## src/design/avmm_wr_consts.svh

```systemverilog
// Width and depth constants for the write-acknowledge bridge
`ifndef AVMM_WR_CONSTS_SVH
`define AVMM_WR_CONSTS_SVH

// Word address into local memory
`define AVMM_ADDR_WIDTH 26

// Write data bus width in bits
`define AVMM_DATA_WIDTH 64

// Byte enable width follows the data width
`define AVMM_BE_WIDTH (`AVMM_DATA_WIDTH / 8)

// Burst count field, bursts of 1 to 16 words
`define AVMM_BURSTCNT_WIDTH 5

// Pending word counter in the acknowledge converter
// Wide enough for a full FIFO of maximum bursts plus margin
`define AVMM_ACK_CNT_WIDTH 10

// Most bursts that may wait for a memory response
`define BURST_FIFO_DEPTH 8

`endif
```

## src/design/avmm_wr_pkg.sv

```systemverilog
// Package with bridge vector typedefs, write command struct and tracker state enum
`include "avmm_wr_consts.svh"

package avmm_wr_pkg;

    // Vectors with a meaning of their own
    typedef logic [`AVMM_ADDR_WIDTH-1:0]     avmm_addr_t;
    typedef logic [`AVMM_DATA_WIDTH-1:0]     avmm_data_t;
    typedef logic [`AVMM_BE_WIDTH-1:0]       avmm_be_t;
    typedef logic [`AVMM_BURSTCNT_WIDTH-1:0] burst_cnt_t;
    typedef logic [`AVMM_ACK_CNT_WIDTH-1:0]  ack_cnt_t;

    // One write beat as seen on the Avalon-MM bus
    // Burstcount only matters on the first beat of a burst
    typedef struct packed {
        avmm_addr_t address;
        avmm_data_t writedata;
        avmm_be_t   byteenable;
        burst_cnt_t burstcount;
    } avmm_wr_cmd_t;

    // Burst tracker FSM
    typedef enum logic {
        BURST_IDLE,
        BURST_ACTIVE
    } tracker_state_t;

endpackage : avmm_wr_pkg

```

## src/design/avmm_wr_ack_bridge.sv

```systemverilog
// Top level write-acknowledge bridge with command pass-through, tracker, FIFO and converter
`timescale 1ns/1ps

module avmm_wr_ack_bridge
(
    input  logic                      clk,
    input  logic                      reset,

    // Kernel side
    input  logic                      kernel_write,
    input  avmm_wr_pkg::avmm_wr_cmd_t kernel_cmd,
    output logic                      kernel_waitrequest,
    output logic                      kernel_writeack,

    // Memory side
    output logic                      mem_write,
    output avmm_wr_pkg::avmm_wr_cmd_t mem_cmd,
    input  logic                      mem_waitrequest,
    input  logic                      mem_writeresponsevalid
);

    logic                    tracker_hold;
    logic                    fifo_push;
    avmm_wr_pkg::burst_cnt_t fifo_push_count;
    avmm_wr_pkg::burst_cnt_t fifo_pop_count;
    logic                    fifo_full;

    // Commands go straight through and the hold masks the strobe
    assign mem_cmd   = kernel_cmd;
    assign mem_write = kernel_write && !tracker_hold;

    // Memory back-pressure passes in the same cycle
    assign kernel_waitrequest = mem_waitrequest || tracker_hold;

    wr_burst_tracker i_tracker (
        .clk         (clk),
        .reset       (reset),
        .write       (kernel_write),
        .waitrequest (mem_waitrequest),
        .burstcount  (kernel_cmd.burstcount),
        .fifo_full   (fifo_full),
        .hold        (tracker_hold),
        .push        (fifo_push),
        .push_count  (fifo_push_count)
    );

    // One entry per burst still waiting for its response
    burst_len_fifo i_burst_fifo (
        .clk        (clk),
        .reset      (reset),
        .push       (fifo_push),
        .push_count (fifo_push_count),
        .pop        (mem_writeresponsevalid),
        .pop_count  (fifo_pop_count),
        .full       (fifo_full),
        .empty      ()
    );

    // Popped count lines up with the response strobe
    wr_ack_burst_to_word i_ack_conv (
        .clk       (clk),
        .reset     (reset),
        .burstcnt  (fifo_pop_count),
        .burst_ack (mem_writeresponsevalid),
        .word_ack  (kernel_writeack)
    );

    // Two cycle response to first acknowledge latency
    a_ack_latency: assert property (@(posedge clk) disable iff (reset)
        mem_writeresponsevalid |-> ##2 kernel_writeack);

endmodule : avmm_wr_ack_bridge

```

## src/design/wr_ack_burst_to_word.sv

```systemverilog
// Converter from per-burst write response to per-word acknowledge cycles
`timescale 1ns/1ps

module wr_ack_burst_to_word
(
    input  logic                    clk,
    input  logic                    reset,

    input  avmm_wr_pkg::burst_cnt_t burstcnt,
    input  logic                    burst_ack,

    output logic                    word_ack
);

    // Registered response and its count
    logic                    burst_ack_d;
    avmm_wr_pkg::burst_cnt_t burstcnt_d;

    // Words acknowledged by memory but not yet signalled
    avmm_wr_pkg::ack_cnt_t   pend_cnt;

    always_ff @(posedge clk)
    begin
        if (reset)
        begin
            burst_ack_d <= 1'b0;
        end
        else
        begin
            burst_ack_d <= burst_ack;
        end
    end

    // Count is only looked at alongside burst_ack_d
    always_ff @(posedge clk)
    begin
        burstcnt_d <= burstcnt;
    end

    // Pending word counter
    // Empty counter just loads, no acknowledge is going out
    // New burst while busy adds its count and drops the word sent now
    always_ff @(posedge clk)
    begin
        if (reset)
        begin
            pend_cnt <= '0;
        end
        else if (burst_ack_d && (pend_cnt == '0))
        begin
            pend_cnt <= avmm_wr_pkg::ack_cnt_t'(burstcnt_d);
        end
        else if (burst_ack_d)
        begin
            pend_cnt <= pend_cnt + avmm_wr_pkg::ack_cnt_t'(burstcnt_d)
                        - avmm_wr_pkg::ack_cnt_t'(word_ack);
        end
        else if (word_ack)
        begin
            pend_cnt <= pend_cnt - avmm_wr_pkg::ack_cnt_t'(1);
        end
    end

    // One acknowledge per cycle while words remain
    always_comb
    begin
        word_ack = (pend_cnt != '0);
    end

    // After a response the counter holds at least that burst, else it wrapped
    a_no_wrap: assert property (@(posedge clk) disable iff (reset)
        burst_ack_d |=> (pend_cnt >= avmm_wr_pkg::ack_cnt_t'($past(burstcnt_d))));

endmodule : wr_ack_burst_to_word

```

## src/design/wr_burst_tracker.sv

```systemverilog
// Write burst tracker FSM with burst start detection, count push and full FIFO hold
`timescale 1ns/1ps

module wr_burst_tracker
(
    input  logic                    clk,
    input  logic                    reset,

    // Kernel side strobe and memory side back-pressure
    input  logic                    write,
    input  logic                    waitrequest,
    input  avmm_wr_pkg::burst_cnt_t burstcount,

    // Burst length FIFO interface
    input  logic                    fifo_full,
    output logic                    hold,
    output logic                    push,
    output avmm_wr_pkg::burst_cnt_t push_count
);

    avmm_wr_pkg::tracker_state_t state;

    // Beats still expected in the current burst
    avmm_wr_pkg::burst_cnt_t beats_left;

    // A beat passes only when memory is ready and no hold is in force
    logic beat_accepted;

    // Hold only between bursts and never in the middle of one
    // Same cycle as the full flag so no burst start slips past
    assign hold = (state == avmm_wr_pkg::BURST_IDLE) && fifo_full;

    assign beat_accepted = write && !waitrequest && !hold;

    // First accepted beat of a burst records its length
    assign push       = (state == avmm_wr_pkg::BURST_IDLE) && beat_accepted;
    assign push_count = burstcount;

    always_ff @(posedge clk)
    begin
        if (reset)
        begin
            state      <= avmm_wr_pkg::BURST_IDLE;
            beats_left <= '0;
        end
        else
        begin
            case (state)
                avmm_wr_pkg::BURST_IDLE:
                begin
                    // Single word bursts end on their only beat
                    if (beat_accepted && (burstcount > avmm_wr_pkg::burst_cnt_t'(1)))
                    begin
                        state      <= avmm_wr_pkg::BURST_ACTIVE;
                        beats_left <= burstcount - 1'b1;
                    end
                end

                avmm_wr_pkg::BURST_ACTIVE:
                begin
                    if (beat_accepted)
                    begin
                        beats_left <= beats_left - 1'b1;
                        // Last beat closes the burst
                        if (beats_left == avmm_wr_pkg::burst_cnt_t'(1))
                        begin
                            state <= avmm_wr_pkg::BURST_IDLE;
                        end
                    end
                end

                default:
                begin
                    state      <= avmm_wr_pkg::BURST_IDLE;
                    beats_left <= '0;
                end
            endcase
        end
    end

    // A zero length burst would never close and never be acknowledged
    a_burst_nonzero: assert property (@(posedge clk) disable iff (reset)
        push |-> (burstcount != '0));

endmodule : wr_burst_tracker

```

## src/design/burst_len_fifo.sv

```systemverilog
// Show-ahead FIFO of burst counts waiting for a write response
`timescale 1ns/1ps
`include "avmm_wr_consts.svh"

module burst_len_fifo
(
    input  logic                    clk,
    input  logic                    reset,

    input  logic                    push,
    input  avmm_wr_pkg::burst_cnt_t push_count,

    input  logic                    pop,
    output avmm_wr_pkg::burst_cnt_t pop_count,

    output logic                    full,
    output logic                    empty
);

    localparam int DEPTH = `BURST_FIFO_DEPTH;
    localparam int PTR_W = $clog2(DEPTH);
    // One extra bit so a full buffer is distinct from an empty one
    localparam int CNT_W = $clog2(DEPTH + 1);

    // Entry storage, no reset on payload
    avmm_wr_pkg::burst_cnt_t mem [DEPTH];

    logic [PTR_W-1:0] wr_ptr;
    logic [PTR_W-1:0] rd_ptr;
    logic [CNT_W-1:0] occupancy;

    // Qualified strobes
    logic wr_en;
    logic rd_en;

    assign wr_en = push && !full;
    assign rd_en = pop && !empty;

    // Write side
    always_ff @(posedge clk)
    begin
        if (wr_en)
        begin
            mem[wr_ptr] <= push_count;
        end
    end

    // Pointers wrap explicitly, depth need not be a power of two
    always_ff @(posedge clk)
    begin
        if (reset)
        begin
            wr_ptr <= '0;
            rd_ptr <= '0;
        end
        else
        begin
            if (wr_en)
            begin
                wr_ptr <= (wr_ptr == PTR_W'(DEPTH - 1)) ? '0 : wr_ptr + 1'b1;
            end
            if (rd_en)
            begin
                rd_ptr <= (rd_ptr == PTR_W'(DEPTH - 1)) ? '0 : rd_ptr + 1'b1;
            end
        end
    end

    // Occupancy, unchanged on simultaneous push and pop
    always_ff @(posedge clk)
    begin
        if (reset)
        begin
            occupancy <= '0;
        end
        else
        begin
            case ({wr_en, rd_en})
                2'b10:   occupancy <= occupancy + 1'b1;
                2'b01:   occupancy <= occupancy - 1'b1;
                default: occupancy <= occupancy;
            endcase
        end
    end

    // Oldest entry always visible, valid in the cycle of the pop
    assign pop_count = mem[rd_ptr];

    assign full  = (occupancy == CNT_W'(DEPTH));
    assign empty = (occupancy == '0);

    // Memory must never answer a burst that was not recorded
    a_no_pop_empty: assert property (@(posedge clk) disable iff (reset)
        pop |-> !empty);

    // Tracker hold must keep bursts out while the FIFO is full
    a_no_push_full: assert property (@(posedge clk) disable iff (reset)
        push |-> !full);

endmodule : burst_len_fifo

```

## config.mk

```make
export PLATFORM = sky130hd
export DESIGN_NAME = avmm_wr_ack_bridge
export DESIGN_NICKNAME = d
export VERILOG_FILES = /design/src/design/avmm_wr_pkg.sv /design/src/design/avmm_wr_ack_bridge.sv /design/src/design/wr_ack_burst_to_word.sv /design/src/design/wr_burst_tracker.sv /design/src/design/burst_len_fifo.sv
export VERILOG_INCLUDE_DIRS = /design/src /design/src/design
export SDC_FILE = /design/constraint.sdc
export NUM_CORES = 1
export LEC_CHECK = 0
export CAP_MARGIN = 30
export CORE_AREA = 2 2 97 122
export DETAILED_ROUTE_END_ITERATION = 8
export DIE_AREA = 0 0 99 124
export DONT_BUFFER_PORTS = 1
export MAX_ROUTING_LAYER = met4
export PLACE_DENSITY = 0.62
export RECOVER_POWER = 100
export SLEW_MARGIN = 20
export SYNTH_ARGS = -nofsm -noshare
export SYNTH_HDL_FRONTEND = slang
export SYNTH_HIERARCHICAL = 1
export SYNTH_SLANG_ARGS = --single-unit
export TNS_END_PERCENT = 5
```

## constraint.sdc

```tcl
create_clock -name clk -period 3.9 [get_ports clk]
set_input_delay 0.78 -clock clk [delete_from_list [all_inputs] [get_ports clk]]
set_output_delay 0.78 -clock clk [all_outputs]
set_load 0.01 [all_outputs]
```

== Word level (Yosys, flattened, before mapping) ==
Memories as Yosys holds them, arrays and structs flattened. A register that Yosys moved wholly into a read port is not among the register bits.
Index checks and enable logic that the tools add are counted.
W data, S select, Z words.
Cells by class
  bitwise operators: 1
  reduce and logical (&&, ||, !) cells: 22
  mux-type cells: 15
  add/sub/neg operators: 9
  order comparisons: 1
  equal/unequal tests: 8
Operators by type and width (count)
  $mux W10: 2
  $mux W5: 3
  $add A10 B5 Y10: 1
  $logic_not A10 Y1: 1
  $pmux W5 S2: 1
  $reduce_bool A10 Y1: 1
  $sub A10 B1 Y10: 1
  $sub A10 B1 Y10 const B: 1
  $sub A5 B1 Y5 const B: 2
  $logic_and A1 B1 Y1: 9
  $pmux W4 S2: 1
  $add A3 B1 Y3 const B: 2
  $eq A3 B3 Y1 const B: 2
  $mux W3: 2
  $eq A5 B1 Y1 const B: 1
  $gt A5 B1 Y1 const B: 1
  $mux W1: 5
  $add A4 B1 Y4 const B: 1
  $eq A4 B4 Y1 const B: 1
  $logic_not A1 Y1: 4
  $logic_not A4 Y1: 1
  $ne A2 B2 Y1 const B: 2
  $reduce_bool A2 Y1: 2
  $sub A4 B1 Y4 const B: 1
  8 further kinds: 8
Storage, ports and cells
  bits in registers: 27
  memories: 1
  logic and storage cells: 65
  output and inout bits: 106
  input bits: 108
  RAM bits: 40
Memory list
  i_burst_fifo.mem: words 8, width 5, rd ports 1, clocked after memory_dff 1, write ports 1, RTL line burst_len_fifo.sv:26  | avmm_wr_pkg::burst_cnt_t mem [DEPTH];

== Logic depth before layout (Yosys ltp) ==
  depth after elaboration: 8
  gate-level depth with buffers: 16
  mapped depth without buffers: 15

== Hierarchy ==
The synthesis kept the hierarchy.
Modules (own cells, without submodules)
  burst_len_fifo: cells an instance 135, area each 2184.6 µm², instances 1, sequential area each 1461.4 µm²
  wr_ack_burst_to_word: cells an instance 166, area each 1382.6 µm², instances 1, sequential area each 320.3 µm²
  avmm_wr_ack_bridge: cells an instance 105, area each 788.3 µm², instances 1, sequential area each 0.0 µm²
  wr_burst_tracker: cells an instance 66, area each 545.5 µm², instances 1, sequential area each 120.1 µm²

== Worst setup path before layout ==
Ideal clock, no wire load.
  path kind: flip-flop to flip-flop
  start: register i_ack_conv.pend_cnt[4]
  end: register i_ack_conv.pend_cnt[6]
  cell stages (with the launch flop): 16
  path slack: 0.879 ns
  arrival time: 2.963 ns
  library setup time: 0.058 ns
  cells stage by stage: dfxtp_1 > or3_1 > buf_6 > nor2_1 > inv_1 > buf_2 > ha_1 > inv_1 > ha_1 > inv_1 > fa_1 > nor2b_1 > o21a_1 > o211ai_1 > a2111oi_0 > a211o_1
Between the ends
  word-level cells in the longest chain between the ends: 3
  elaborated cells between the ends (all ways): 10
Ends and longest elaborated chain
  start, declared: RTL line wr_ack_burst_to_word.sv:20  | avmm_wr_pkg::ack_cnt_t pend_cnt;
  start signal, assigned: RTL line wr_ack_burst_to_word.sv:51  | pend_cnt <= avmm_wr_pkg::ack_cnt_t'(burstcnt_d);
  start signal, assigned: RTL line wr_ack_burst_to_word.sv:55  | pend_cnt <= pend_cnt + avmm_wr_pkg::ack_cnt_t'(burstcnt_d)
  start signal, assigned: RTL line wr_ack_burst_to_word.sv:60  | pend_cnt <= pend_cnt - avmm_wr_pkg::ack_cnt_t'(1);
  $reduce_bool A10 Y1 (*): RTL line wr_ack_burst_to_word.sv:67  | word_ack = (pend_cnt != '0);
  net kernel_writeack: RTL line avmm_wr_ack_bridge.sv:13  | output logic kernel_writeack,
  $sub A10 B1 Y10: RTL line wr_ack_burst_to_word.sv:56  | - avmm_wr_pkg::ack_cnt_t'(word_ack);
  $mux W10: RTL line wr_ack_burst_to_word.sv:53  | else if (burst_ack_d)
The timed path passes the listed nets; every way through them passes the cells marked *. The select of a mux whose other input is x is not followed.
A chain may end at the register's enable or synchronous reset.

== Worst setup path after layout ==
  start: register i_ack_conv.pend_cnt[4]
  end: register i_ack_conv.pend_cnt[8]
Between the ends
  word-level cells in the longest chain between the ends: 3
  elaborated cells between the ends (all ways): 10
Ends and longest elaborated chain (RTL line)
  $add A10 B5 Y10 (tied with other cells): wr_ack_burst_to_word.sv:55
  $sub A10 B1 Y10 (tied with other cells): wr_ack_burst_to_word.sv:56
  $mux W10 / $reduce_or A2 Y1 (equally long branches)
Parallel ways exist; a longest one is shown, timed or not. The select of a mux whose other input is x is not followed.

==> reports/metrics.yaml <==
route:
  firstDrtPassIters: 4
  wirelength_mm: 9.07
  ant_nets: 0
  route.detailed.drc: 0
  vias: 2791
  initialDrtViolationCount: 126
  wl_per_cell_um: 18.0
  via_per_inst: 5.53
setup_path:
  crit_path_max_incr_delay_ns: 0.51
  start_kind: "flip-flop"
  cpMaxStageDelayCell: "or3_1"
  crit_chain: "or3_1, nor2_1, buf_4, inv_1, ha_1, inv_1, ha_1, inv_1, fa_1, nor2b_1, o21a_1, o21bai_1, a2111o_1, o311ai_0"
  critical_path_required_ns: 4.11
  worstRegToRegCells: 14
  endpoint_kind: "flip-flop"
  crit_type: "flip-flop to flip-flop"
  path_common_cell: "inv_1"
  critPathMaxFanout: 11
  cp.arrival_ns: 3.53
global_route:
  overflow: 0
  grt_max_degree: 29
  grtUsageTotal_pct: 16.1
  grt_first_pass_wirelength_mm: 14.7
  antenna_found_initial: 0
  grt_pass1_vias: 2935
layout:
  register_area_um2: 1900
  nFillCells: 1024
  multi_input_area_um2: 1950
  nets: 505
  diodes: 0
  syn_to_final_growth_pct: -8.28
  stdcell_count: 505
  drive_above_1_share_pct: 9.46
sta:
  skew_ns: 0.00563
  worstMarginPinSlew_ns: 1.04
  whs_ns: 0.478
  finalSetupTns_ns: 0
  setup_viol: 0
  rsz0062_at_grt: "false"
  min_period_over_period_pct: 85.0
  period_needed_ns: 3.32
  final_max_slew_viol_count: 0
  finalHoldViolCount: 0
  slew-limit-headroom_pct: 30.4
  max_freq_ghz: 0.301
clock_network:
  cts_buffers: 9
  clkSinkCount: 75
  cts_tree: "yes"
  cts_resized: 0
  cts.path.max_buffers: 2
  cts_root_buffer: "clkbuf_16"
  path_clk_slew_ns: 0.06
  clkLatencyLatePin_ns: 0.33
  cts-htree-levels: 3
  hold_buffers: 0
  postCtsSetupRepairBufs: 0
synthesis:
  avgSynthCellArea_um2: 10.4
  synthCells: 471
  synth_nets: 611
  yosys_warnings: 6
  netlist_area_um2: 4890
pwr:
  total_leakage_power_nw: 1.68
  power_density_nw_per_um2: 776
  vdd_drop_max_v: 0.000283
worst_hold_path:
  min_delay_path_depth: 2
  hp-class: "flip-flop to flip-flop"
place:
  post-dp-hpwl_mm: 6.77
  io_buffers: 0
  place_congestion: 0.875
  dp_cells: 489
flow_run:
  max_cap_viol_count: 0
floorplan:
  core_um2: 11000
  initial_core_util_pct: 44.4
  die_w_um: 99
  pin_count: 214
  dieArea_um2: 12300
  rows: 43
  die_h_um: 124
outcome:
  status: "finished clean"
worst paths after layout:
path | start | end | slack, ns
setup / recovery | i_ack_conv/pend_cnt[4] | i_ack_conv/pend_cnt[8] | 0.58
hold / removal | i_ack_conv/burstcnt_d[2] | i_ack_conv/pend_cnt[2] | 0.48
setup reg to reg | i_ack_conv/pend_cnt[4] | i_ack_conv/pend_cnt[8] | 0.58
hold reg to reg | i_ack_conv/burstcnt_d[2] | i_ack_conv/pend_cnt[2] | 0.48
cell type report:
class | instances | share of cell area, %
multi-input cells | 238 | 43.4
flip-flops and latches | 75 | 42.4
clock buffers | 12 | 5.27
well taps | 135 | 3.76
inverters | 38 | 3.18
clock inverters | 4 | 1.67
repair buffers | 3 | 0.334
where the power goes:
group | switching (mW) | leakage (nW) | internal (mW)
sequential | 0.140 | 0.649 | 0.945
clock | 0.304 | 0.143 | 0.560
combinational | 0.818 | 0.883 | 0.716
total | 1.26 | 1.68 | 2.22
routing by layer:
layer / part of all wire, % / track usage [%]
met2: 46 / 24.2
met3: 10 / 9.15
met1: 41 / 16.8
met5: 0 / -
met4: 3.0 / 8.82
sequential cells by signal, summed over array words and instances (netlist names), named ones only:
register / flops
i_ack_conv/burst_ack_d: 1
i_ack_conv/burstcnt_d: 5
i_ack_conv/pend_cnt: 10
i_burst_fifo/mem: 40
i_burst_fifo/occupancy: 4
i_burst_fifo/rd_ptr: 3
i_burst_fifo/wr_ptr: 3
i_tracker/beats_left: 5
i_tracker/state: 1
cells in the final DEF, fill, tap and decap left out, types with 4 or more instances in the layout:
master,instances
edfxtp_1,40
inv_1,38
dfxtp_1,35
ha_1,31
a21oi_1,21
nor2_1,20
nand2_1,18
o21ai_0,12
nor3_1,11
xnor2_1,11
mux4_2,10
clkbuf_16,9
or3_1,8
mux2i_1,8
nor2b_1,7
mux2_2,7
nand3_1,6
clkbuf_1,5
xor2_1,5
a211oi_1,4
nand2b_1,4
worst max-delay path: cells and delay by family (launching register included):
family	cells	cell delay (ns)
AOI/OAI and AO/OA	4	0.82
adders and majority gates	3	0.82
buffers and inverters	4	0.38
DFF	1	0.33
and+or+nand+nor	3	0.82
metrics by stage:
stage / util, % / total power [mW] / cell area (um^2) / setup slack (ns)
3_5_place_dp: 38.2 / 2.64 / 4210 / 0.617
6_report: 40.7 / 3.48 / 4490 / 0.583
5_1_grt: 40.7 / 3.77 / 4490 / 0.332
3_3_place_gp: 38.2 / 2.62 / 4210 / 0.738
2_1_floorplan: - / 2.46 / 4890 / 0.879
4_1_cts: 41.0 / 3.53 / 4520 / 0.609
(Power assumes the default switching activity.)
